$ cat src/source/mm_pkg.sv
package mm_pkg;

  //////////////////////////////////////////////////
  // Sizes
  //////////////////////////////////////////////////
  localparam int MAT_MUL_SIZE = 8;
  localparam int DWIDTH       = 8;
  localparam int AWIDTH       = 10;
  localparam int STRIDE_WIDTH = 16;
  localparam int REG_DWIDTH   = 32;
  localparam int REG_AWIDTH   = 8;
  // Bits to index a lane, a row or a k step
  localparam int IDX_WIDTH    = $clog2(MAT_MUL_SIZE);

  typedef logic [DWIDTH-1:0]              elem_t;
  typedef logic [MAT_MUL_SIZE*DWIDTH-1:0] row_t;
  typedef logic [AWIDTH-1:0]              addr_t;
  typedef logic [STRIDE_WIDTH-1:0]        stride_t;
  typedef logic [MAT_MUL_SIZE-1:0]        lane_mask_t;
  typedef logic [REG_DWIDTH-1:0]          reg_data_t;
  typedef logic [REG_AWIDTH-1:0]          reg_addr_t;
  typedef logic [IDX_WIDTH-1:0]           idx_t;

  localparam idx_t IDX_LAST = idx_t'(MAT_MUL_SIZE - 1);

  //////////////////////////////////////////////////
  // APB register map
  //////////////////////////////////////////////////
  localparam reg_addr_t REG_CTRL_ADDR = 8'h04;
  localparam reg_addr_t REG_A_ADDR    = 8'h0E;
  localparam reg_addr_t REG_B_ADDR    = 8'h12;
  localparam reg_addr_t REG_C_ADDR    = 8'h16;
  localparam reg_addr_t REG_A_STRIDE  = 8'h28;
  localparam reg_addr_t REG_B_STRIDE  = 8'h32;
  localparam reg_addr_t REG_C_STRIDE  = 8'h03;

  // Host bank select codes
  localparam logic [7:0] BANK_A = 8'd0;
  localparam logic [7:0] BANK_B = 8'd1;
  localparam logic [7:0] BANK_C = 8'd2;

  localparam stride_t STRIDE_RESET = stride_t'(MAT_MUL_SIZE);

endpackage

$ cat src/source/row_mac.sv
`timescale 1ns/1ps

module row_mac (
  input  logic         clk,
  input  logic         PRESETn,
  input  mm_pkg::row_t a_row,
  input  mm_pkg::row_t b_row,
  input  mm_pkg::idx_t k_sel,
  input  logic         acc_first,
  input  logic         acc_en,
  output mm_pkg::row_t c_row
);

  mm_pkg::elem_t a_elem;
  mm_pkg::row_t  prod;

  // Element k of the A row against every lane of B row k
  always_comb begin
    a_elem = a_row[k_sel*mm_pkg::DWIDTH +: mm_pkg::DWIDTH];
    for (int j = 0; j < mm_pkg::MAT_MUL_SIZE; j++) begin
      prod[j*mm_pkg::DWIDTH +: mm_pkg::DWIDTH] =
        mm_pkg::elem_t'(a_elem * b_row[j*mm_pkg::DWIDTH +: mm_pkg::DWIDTH]);
    end
  end

  //////////////////////////////////////////////////
  // Lane accumulators that wrap at 8 bits
  //////////////////////////////////////////////////
  always_ff @(posedge clk) begin
    if (!PRESETn) begin
      c_row <= '0;
    end else if (acc_en) begin
      for (int j = 0; j < mm_pkg::MAT_MUL_SIZE; j++) begin
        if (acc_first) begin
          c_row[j*mm_pkg::DWIDTH +: mm_pkg::DWIDTH] <=
            prod[j*mm_pkg::DWIDTH +: mm_pkg::DWIDTH];
        end else begin
          c_row[j*mm_pkg::DWIDTH +: mm_pkg::DWIDTH] <=
            mm_pkg::elem_t'(c_row[j*mm_pkg::DWIDTH +: mm_pkg::DWIDTH]
                            + prod[j*mm_pkg::DWIDTH +: mm_pkg::DWIDTH]);
        end
      end
    end
  end

endmodule

$ cat config.mk
export PLATFORM = sky130hd
export DESIGN_NAME = row_mac
export DESIGN_NICKNAME = d
export VERILOG_FILES = /design/src/source/mm_pkg.sv /design/src/source/row_mac.sv
export SDC_FILE = /design/constraint.sdc
export NUM_CORES = 1
export LEC_CHECK = 0
export BUFFER_PORTS_ARGS = -buffer_cell sky130_fd_sc_hd__buf_2
export CELL_PAD_IN_SITES_DETAIL_PLACEMENT = 0
export CELL_PAD_IN_SITES_GLOBAL_PLACEMENT = 1
export CORE_MARGIN = 2
export CORE_UTILIZATION = 48
export CTS_CLUSTER_DIAMETER = 100
export CTS_CLUSTER_SIZE = 30
export DETAILED_ROUTE_END_ITERATION = 16
export PLACE_DENSITY_LB_ADDON = 0.1
export SETUP_SLACK_MARGIN = 0.2
export SYNTH_ARGS = -nofsm -noshare
export SYNTH_HDL_FRONTEND = slang
export SYNTH_SLANG_ARGS = --single-unit
$ cat constraint.sdc
create_clock -name clk -period 21.1 [get_ports clk]
set_clock_uncertainty 0.05 [all_clocks]
set_input_delay 5.275 -clock clk [delete_from_list [all_inputs] [get_ports clk]]
set_output_delay 5.275 -clock clk [all_outputs]
set_load 0.005 [all_outputs]
==> run summary, run 1 <==
The flow ran to the end, and the final reports show no timing, DRC or antenna violations. The tools report the final cell count without fillers as 1956. The shortest period the worst path allows was 11.71 ns.

Of the total synthesized cell area, the portion taken by full adders, half adders and majority gates is 34.4%. The tools report the origin of the worst setup path as k_sel[0]. Each instance of the synthesized netlist takes up on average 8.63 um2. Sorting the synthesized cells by area gives the leading types as sky130_fd_sc_hd__ha_1, sky130_fd_sc_hd__fa_1, sky130_fd_sc_hd__dfxtp_1.

The later pin in the worst-skew pair is clocked with a latency of 0.34 ns. Start-to-end type of the worst setup path: input port to flop. Clock-pin slew was measured on the worst setup and hold paths at 0.06 ns. The register with the most flip-flops in the final layout is c_row. After layout, the worst path uses 55.5% of the clock period. Final setup violation count: 0. Before antenna repair, the detailed router went through 5 iterations. In this run the power density over the cells is 117 nW/um2. The final hold slack was 0.459 ns.

Share of final-layout standard cells stronger than drive strength 1: 14.9%. Measured against its own limit, the worst slew margin works out to 31.2%. The total CTS buffers was 9.

The worst setup path is captured at a flop. The floorplan die width is 167 um, and the count of vias placed by the detailed router is 10800. Dividing the detail-routed wire length by the instance count gives 18.7 um. The async set-or-reset flop fraction in the synthesized netlist was 0%. The DRC violation total after the first TritonRoute iteration was 687. Class of the tightest hold or removal check: flop to flop. Relative to the synthesized area, the layout overhead comes to 10.9%. The logs give 48.9% for the effective utilization at floorplan and 0 for the number of warnings printed during yosys synthesis. For this run, design rule violations remaining after detail routing come to 0. The mapped netlist covers 12700 um2.

The number of max-slew violations in the final report was 0. The startpoint identified for the worst register-to-register timing path is c_row[51]. After floorplanning, the core was divided into 59 placement rows.

The clock passes through at most 2 buffers. The maximum frequency from static timing analysis was 85.4 MHz. The number of antenna diodes in the final layout is 0. Once the clock tree was built, the setup fixing pass inserted 0 buffers. The final-layout fill cell count is 2479, and the number of vias per cell is 5.53. The logs give 1477 for the synthesized netlist cell count and 10400 um2 for the multi-input logic area.

The floorplan step defined a core boundary enclosing 26100 um2. In the synthesized netlist, mux cells make up 5.65% of the area. Counting tap cells, the placed design contains a total of 1940 instances.

Adding up every negative setup slack in the final design gives 0 ns. The register with the most flip-flops in the layout has 64 of them. The synthesized-area fraction occupied by ao, oa, aoi and oai cells is 12.7%, and the number of instances resized during post-cts repair is 0.

Across the whole layout, storage elements account for 1280 um2. The largest fanout on the critical path is 32, and the total routing resource utilization after global routing is 26.3%. STA classifies the critical path startpoint as an input port. The count of nets after finishing came out at 2039.

In this run the most critical hold path is launched from c_row[56]. Summed over all layers, the global routing overflow is 0. Of the total synthesized cell area, the portion taken by XOR and XNOR cells is 12.8%.

Data on the critical path is required at its endpoint by 21.28 ns. In this run, post-CTS hold repair placed 0 buffers. The count of buffers from port buffering was 198; the first-pass GRT wire length was 58.6 mm.

After synthesis, the largest family of logic cells by area is adder cells. Once detailed placement completed, the half-perimeter wirelength came to 27.9 mm. The run gives 0 as the number of antenna violations at the first check in global routing. The worst register-to-register path has a depth of 7. The cell count of the worst hold path came out at 1. The tree built by TritonCTS fans out to 64 sinks. The floorplan die height works out to 167 um. The largest total area in the synthesized netlist belongs to sky130_fd_sc_hd__ha_1. The analysis attributes to cell leakage a power of 7.96 nW. Max-cap violations in this run came to 0. The via count of the first global-routing pass was 10700. The tree is rooted in a sky130_fd_sc_hd__clkbuf_16. Of the post-synthesis cell area, the dominant cell type holds 18.1%.

The worst vdd rail ir drop came out at 0.0699 mV. Entering global routing, the biggest net connects 80 pins. The simple-gate area share of the yosys netlist is 16.3%, and the actual slew at the worst max-slew pin is 1.03 ns. In the synthesized netlist the dominant register cell turns out to be sky130_fd_sc_hd__dfxtp_1. The largest registers in the layout are c_row (64).

The number of synthesized register bits works out to 64. 199 I/O pins were placed. TritonCTS built the clock tree. Routability-driven placement finished with a final weighted congestion of 0.878. For the post-synthesis cell type count, the log shows 40. The data arrival time of the worst path is 11.89 ns. The final-report hold violation count was 0. The number of nets handed over by synthesis was 1900. Sequential elements use 10.1% of the synthesized area.

For the remaining number of nets flagged by the antenna check after routing, the log shows 0. The area enclosed by the die boundary came out at 27900 um2. Setup repair after global routing left no endpoint under its margin. For the number of H-tree levels, the log shows 3.

Yosys mapped a number of flops with a built-in enable equal to 0. Wires add up to 36.5 mm.
[cell usage in the layout, fill, tap and decap left out, types with 7 or more instances in the layout]
master                        n
sky130_fd_sc_hd__or4_1        8
sky130_fd_sc_hd__o22ai_1      8
sky130_fd_sc_hd__and3_1     144
sky130_fd_sc_hd__xor2_1      16
sky130_fd_sc_hd__o211a_1     24
sky130_fd_sc_hd__a211oi_1    16
sky130_fd_sc_hd__a31oi_1      8
sky130_fd_sc_hd__and2_1       7
sky130_fd_sc_hd__o21bai_1     8
sky130_fd_sc_hd__ha_1       184
sky130_fd_sc_hd__o21a_1       8
sky130_fd_sc_hd__buf_2      196
sky130_fd_sc_hd__or3_1        8
sky130_fd_sc_hd__o21ai_0     48
sky130_fd_sc_hd__inv_1      176
sky130_fd_sc_hd__a22o_1       8
sky130_fd_sc_hd__xnor3_1     16
sky130_fd_sc_hd__nor2b_1     11
sky130_fd_sc_hd__buf_4       13
sky130_fd_sc_hd__nor2_1      32
sky130_fd_sc_hd__a21o_1      32
sky130_fd_sc_hd__mux2i_1     72
sky130_fd_sc_hd__a22oi_2     14
sky130_fd_sc_hd__a21oi_1     48
sky130_fd_sc_hd__clkbuf_16    9
sky130_fd_sc_hd__nand2_1    120
sky130_fd_sc_hd__o211ai_1     8
sky130_fd_sc_hd__dfxtp_1     64
sky130_fd_sc_hd__nand3_1     62
sky130_fd_sc_hd__xnor2_1    127
sky130_fd_sc_hd__fa_1       104
sky130_fd_sc_hd__nor3_1       8
[Yosys cell counts (2+ instances only)]
master and count:
sky130_fd_sc_hd__nor2b_1 11, sky130_fd_sc_hd__nor2_1 32, sky130_fd_sc_hd__buf_12 3, sky130_fd_sc_hd__buf_2 6
sky130_fd_sc_hd__buf_1 6, sky130_fd_sc_hd__nor3_1 8, sky130_fd_sc_hd__nand3_1 62, sky130_fd_sc_hd__buf_4 2
sky130_fd_sc_hd__clkbuf_1 63, sky130_fd_sc_hd__ha_1 184, sky130_fd_sc_hd__mux2i_1 72, sky130_fd_sc_hd__fa_1 104
sky130_fd_sc_hd__a22oi_1 3, sky130_fd_sc_hd__o21bai_1 8, sky130_fd_sc_hd__or3_1 8, sky130_fd_sc_hd__nand3_2 2
sky130_fd_sc_hd__a22oi_2 13, sky130_fd_sc_hd__o211a_1 24, sky130_fd_sc_hd__a22o_1 8, sky130_fd_sc_hd__a31oi_1 8
sky130_fd_sc_hd__o21a_1 8, sky130_fd_sc_hd__a21o_1 32, sky130_fd_sc_hd__o211ai_1 8, sky130_fd_sc_hd__nand2_1 120
sky130_fd_sc_hd__xnor3_1 16, sky130_fd_sc_hd__xor2_1 16, sky130_fd_sc_hd__a211oi_1 16, sky130_fd_sc_hd__and2_1 7
sky130_fd_sc_hd__a21oi_1 48, sky130_fd_sc_hd__or4_1 8, sky130_fd_sc_hd__inv_1 176, sky130_fd_sc_hd__o21ai_0 48
sky130_fd_sc_hd__xnor2_1 127, sky130_fd_sc_hd__dfxtp_1 64, sky130_fd_sc_hd__o22ai_1 8, sky130_fd_sc_hd__and3_1 144
[layout make-up]
type	count	share of cell area (%)
clock buffer	12	1.74
tap	335	2.96
clock inverter	4	0.142
sequential	64	9.06
timing repair buffer	209	7.63
multi-input combinational	1156	73.8
inverter	176	4.67
[critical path, stage by stage]
cell	delay (ns)
sky130_fd_sc_hd__buf_2	0.66
sky130_fd_sc_hd__mux2i_1	0.19
sky130_fd_sc_hd__a22oi_2	0.74
sky130_fd_sc_hd__and2_1	0.74
sky130_fd_sc_hd__nand2_1	0.17
sky130_fd_sc_hd__fa_1	0.56
sky130_fd_sc_hd__inv_1	0.04
sky130_fd_sc_hd__ha_1	0.29
sky130_fd_sc_hd__fa_1	0.50
sky130_fd_sc_hd__fa_1	0.41
sky130_fd_sc_hd__ha_1	0.33
sky130_fd_sc_hd__xnor2_1	0.17
sky130_fd_sc_hd__ha_1	0.20
sky130_fd_sc_hd__or4_1	0.50
sky130_fd_sc_hd__o22ai_1	0.16
sky130_fd_sc_hd__xor2_1	0.19
sky130_fd_sc_hd__nor2_1	0.07
sky130_fd_sc_hd__xnor3_1	0.42
sky130_fd_sc_hd__a22o_1	0.23
[per-stage QoR]
stage | power, mW | util [%] | instance area [um2] | setup WS, ns
finish | 1.66 | 54.3 | 14100 | 9.39
global route | 1.84 | 54.3 | 14100 | 9.06
CTS | 1.66 | 54.3 | 14100 | 9.43
detailed placement | 1.51 | 53.2 | 13900 | 9.10
global placement | 1.48 | 53.2 | 13900 | 9.37
floorplan | 1.22 | - | 12700 | 10.14
[cells by family after synthesis]
logic type	Yosys count
adder cells (fa/ha/maj)	288
buffers and inverters	257
multiplexers	72
flip-flops	64
AO/OA/AOI/OAI	232
XOR/XNOR	160
AND/OR/NAND/NOR	404
[layer usage]
metal	global-route usage, %	share of wire, %	vias up
met2	39.3	42	359
met1	39.7	50	5102
met5	0	0	-
li1	-	-	5321
met4	4.72	1.1	0
met3	4.94	7.1	26
[worst paths after layout]
path                                   to  slack, ns
worst max-delay path            c_row[55]       9.39
worst min-delay path            c_row[56]       0.46
worst max register to register  c_row[55]      18.78
worst min register to register  c_row[56]       0.46
[report_power, final]
part	internal [mW]	total [mW]	switching (mW)
clock	0.0820	0.140	0.0581
combinational	0.653	1.33	0.682
sequential	0.151	0.181	0.0293
total	0.887	1.66	0.769
(Power assumes the default switching activity.)
==> run 2, diff against run 1 <==
Settings changed: CORE_UTILIZATION 48 to 45.
Clock period 21.1 ns to 10.98 ns, I/O delays scaled along.
==> run summary, run 2 (synthesized netlist as in run 1, its figures left out) <==
The relative area change from synthesis to final layout works out to 11.8% (was 10.9%). Count of buffers from port buffering: 198 (unchanged). The cell count of the worst hold path was 1 (unchanged); the number of buffers inserted by post-CTS setup repair was 0 (unchanged). Clock-pin slew of the registers on the worst-case setup and hold paths: 0.06 ns (about the same). The sum of overflow across all layers after global routing came out at 0 (unchanged). For the fraction of met2 tracks used by global routing, the log shows 39.0% (was 39.3%). The final setup violation count was 0 (unchanged). The kind of start point of the critical path was an input port (unchanged). The count of nets after finishing came out at 2044 (was 2039). The tools report the number of H-tree levels as 3 (unchanged). Category of the worst setup path capture point: a flop (unchanged). The number of stages on the worst setup path came out at 23 (was 19). For the cell leakage power, the log shows 7.99 nW (was 7.96 nW). The count of cells along the worst register-to-register path works out to 9 (was 7). The floorplan die width came out at 172 um (was 167 um). The post-place setup slack was 1.88 ns (was 9.10 ns); the final setup slack of the worst path was 2.13 ns (was 9.39 ns). The run gives 10800 (about the same) as the count of vias placed by the detailed router.

The shortest period the worst path allows came out at 8.85 ns. The run gives 728 (was 687) as the DRC violation total after the first TritonRoute iteration. The tools report the storage element area as 1280 um2 (unchanged).

Top Registers: c_row (64) (unchanged). Worst-path cell chain: buf_2 -> buf_4 -> mux2i_1 -> a22oi_2 -> buf_4 -> and3_1 -> ha_1 -> fa_1 -> ha_1 -> inv_1 -> fa_1 -> inv_1 -> ha_1 -> a21o_1 -> a21oi_1 -> xnor2_1 -> ha_1 -> or4_1 -> o22ai_1 -> xor2_1 -> nor2_1 -> xnor3_1 -> a22o_1 (was buf_2 -> mux2i_1 -> a22oi_2 -> and2_1 -> nand2_1 -> fa_1 -> inv_1 -> ha_1 -> fa_1 -> fa_1 -> ha_1 -> xnor2_1 -> ha_1 -> or4_1 -> o22ai_1 -> xor2_1 -> nor2_1 -> xnor3_1 -> a22o_1). For the multi-input logic area, the log shows 10400 um2 (unchanged). The class of the tightest hold or removal check is flop to flop (unchanged). TritonCTS built the clock tree. The run gives 0 (unchanged) as the number of antenna diodes. The highest-utilization routing layer at the global route stage was met2 (was met1). The tools report the worst vdd rail ir drop as 0.101 mV (was 0.0699 mV).

The deepest clock path buffer count is 2 (unchanged). For the floorplan core area, the log shows 27900 um2 (was 26100 um2). The flow ran to the end, and the final reports show no timing, DRC or antenna violations. The number of remaining DRC errors was 0 (unchanged). The tools report the met1 usage as 38.6% (was 39.7%). The final-report hold violation count was 0 (unchanged); the wire length per cell was 18.7 um (about the same). The largest register by flop count is c_row (unchanged). The tools report the number of clock sinks as 64 (unchanged). The logs give 2003 (was 1956) for the final cell count without fillers and 25.6% (was 26.3%) for the total routing resource utilization after global routing. The number of placement rows is 61 (was 59), and the worst slew margin relative to its limit is 28.9% (was 31.2%). The number of optimization iterations in the first detailed-route pass came out at 5 (unchanged). For the required time at the endpoint of the critical path, the log shows 11.15 ns (was 21.28 ns). Most frequent cell on the critical path: sky130_fd_sc_hd__ha_1. The data arrival time of the worst path was 9.02 ns (was 11.89 ns). The power per cell area came out at 227 nW/um2 (was 117 nW/um2).

Total CTS buffers: 9 (unchanged). The global placer's final weighted congestion is 0.860 (was 0.878), and the share of final-layout standard cells stronger than drive strength 1 is 15.2% (was 14.9%). The tools report the number of max-slew violations in the final report as 0 (unchanged). The first-pass GRT wire length was 59.0 mm (was 58.6 mm). Number of antenna violations at the first check in global routing: 1 (was 0). Final HPWL from detailed placement: 28.8 mm (was 27.9 mm).

The number of max-cap violations was 0 (unchanged); the longest individual stage delay on the worst path was 0.88 ns (was 0.74 ns). The largest fanout on the critical path is 24 (was 32). Top library cells by usage in the layout, fill and taps aside: sky130_fd_sc_hd__buf_2, sky130_fd_sc_hd__ha_1, sky130_fd_sc_hd__inv_1 (unchanged). The number of instances resized during post-cts repair is 0 (unchanged), and the final worst-path cycle share is 80.6%. The maximum frequency from static timing analysis was 113 MHz; the number of vias per cell was 5.42 (was 5.53). The actual slew at the worst max-slew pin is 1.07 ns (was 1.03 ns), and the total design power is 3.24 mW (was 1.66 mW). The met3 usage in global routing came out at 3.57% (was 4.94%). Total length of routed wires: 37.4 mm (was 36.5 mm). Library cell contributing the largest single delay on the critical path: sky130_fd_sc_hd__a22oi_2 (unchanged). The run gives 0 ns (unchanged) as the setup total negative slack. Count of buffering cells on the critical path with inverters included: 5 (was 2). The most common cell after layout, fill and taps aside was sky130_fd_sc_hd__buf_2 (unchanged).

The final hold slack is 0.467 ns (was 0.459 ns). The effective utilization at floorplan came out at 45.8% (was 48.9%). The remaining number of nets flagged by the antenna check after routing was 0 (unchanged); the number of top-level design ports was 199 (unchanged).

Area enclosed by the die boundary: 29700 um2 (was 27900 um2). The via count of the first global-routing pass is 10500 (was 10700), and the pin count of the biggest net entering global routing is 107 (was 80). The tools report the final-layout fill cell count as 2731 (was 2479). The logs give 0 (unchanged) for the count of hold-fix buffers inserted at cts and 1988 (was 1940) for the total instance count after detailed placement.

The cell family with the largest share of critical-path delay is adder cells (unchanged). Flip-flop count of the largest register, all copies and words added: 64 (unchanged). The tools report the master cell of the clock root buffer as sky130_fd_sc_hd__clkbuf_16 (unchanged). The start-to-end type of the worst setup path is input port to flop (unchanged). Floorplan die height: 172 um (was 167 um).

The run gives 0.33 ns (was 0.34 ns) as the clock latency of the later-clocked register in the worst-skew pair. Setup repair after global routing left no endpoint under its margin.
[run 2: cell count changes in the layout (fill, tap and decap cells not counted)]
cell,previous run,this run
sky130_fd_sc_hd__clkinv_2,4,3
sky130_fd_sc_hd__clkbuf_1,2,1
sky130_fd_sc_hd__bufinv_16,0,1
sky130_fd_sc_hd__buf_4,13,18
[run 2: final timing paths]
path	from	endpoint	slack, ns
worst max-delay path	k_sel[0]	c_row[15]	2.13
worst min-delay path	c_row[8]	c_row[8]	0.47
worst max register to register	c_row[48]	c_row[54]	8.65
worst min register to register	c_row[8]	c_row[8]	0.47
[run 2: layout make-up]
| class | count | area share [%] |
|---|---|---|
| Timing Repair Buffer | 214 | 7.83 |
| Clock buffer | 11 | 1.70 |
| Clock inverter | 4 | 0.316 |
| Tap cell | 378 | 3.32 |
| Multi-Input combinational cell | 1156 | 73.2 |
| Sequential cell | 64 | 8.99 |
| Inverter | 176 | 4.64 |
[run 2: where the power goes]
group | total (mW) | leakage, nW | internal [mW] | switching [mW]
sequential | 0.345 | 0.531 | 0.291 | 0.0545
clock | 0.289 | 0.145 | 0.180 | 0.109
combinational | 2.60 | 7.32 | 1.26 | 1.34
[run 2: worst reg2reg max path: stages (launching register included)]
cell	delay [ns]
sky130_fd_sc_hd__dfxtp_1	0.34
sky130_fd_sc_hd__ha_1	0.26
sky130_fd_sc_hd__fa_1	0.42
sky130_fd_sc_hd__a21o_1	0.18
sky130_fd_sc_hd__a21oi_1	0.25
sky130_fd_sc_hd__o21bai_1	0.12
sky130_fd_sc_hd__a21oi_1	0.18
sky130_fd_sc_hd__xnor2_1	0.08
sky130_fd_sc_hd__mux2i_1	0.19
sky130_fd_sc_hd__a21oi_1	0.10
[run 2: stage by stage]
step,cell area (um2),util (%)
after floorplan,12700,-
after global placement,14000,50.1
after detailed placement,14000,50.1
after CTS,14300,51.2
after global routing,14300,51.2
final,14300,51.2
[run 2: per-layer routing]
layer,routed length [um],vias up
met4,482,2
met5,11,-
met1,18800,5085
met2,15500,386
li1,-,5338
met3,2510,36
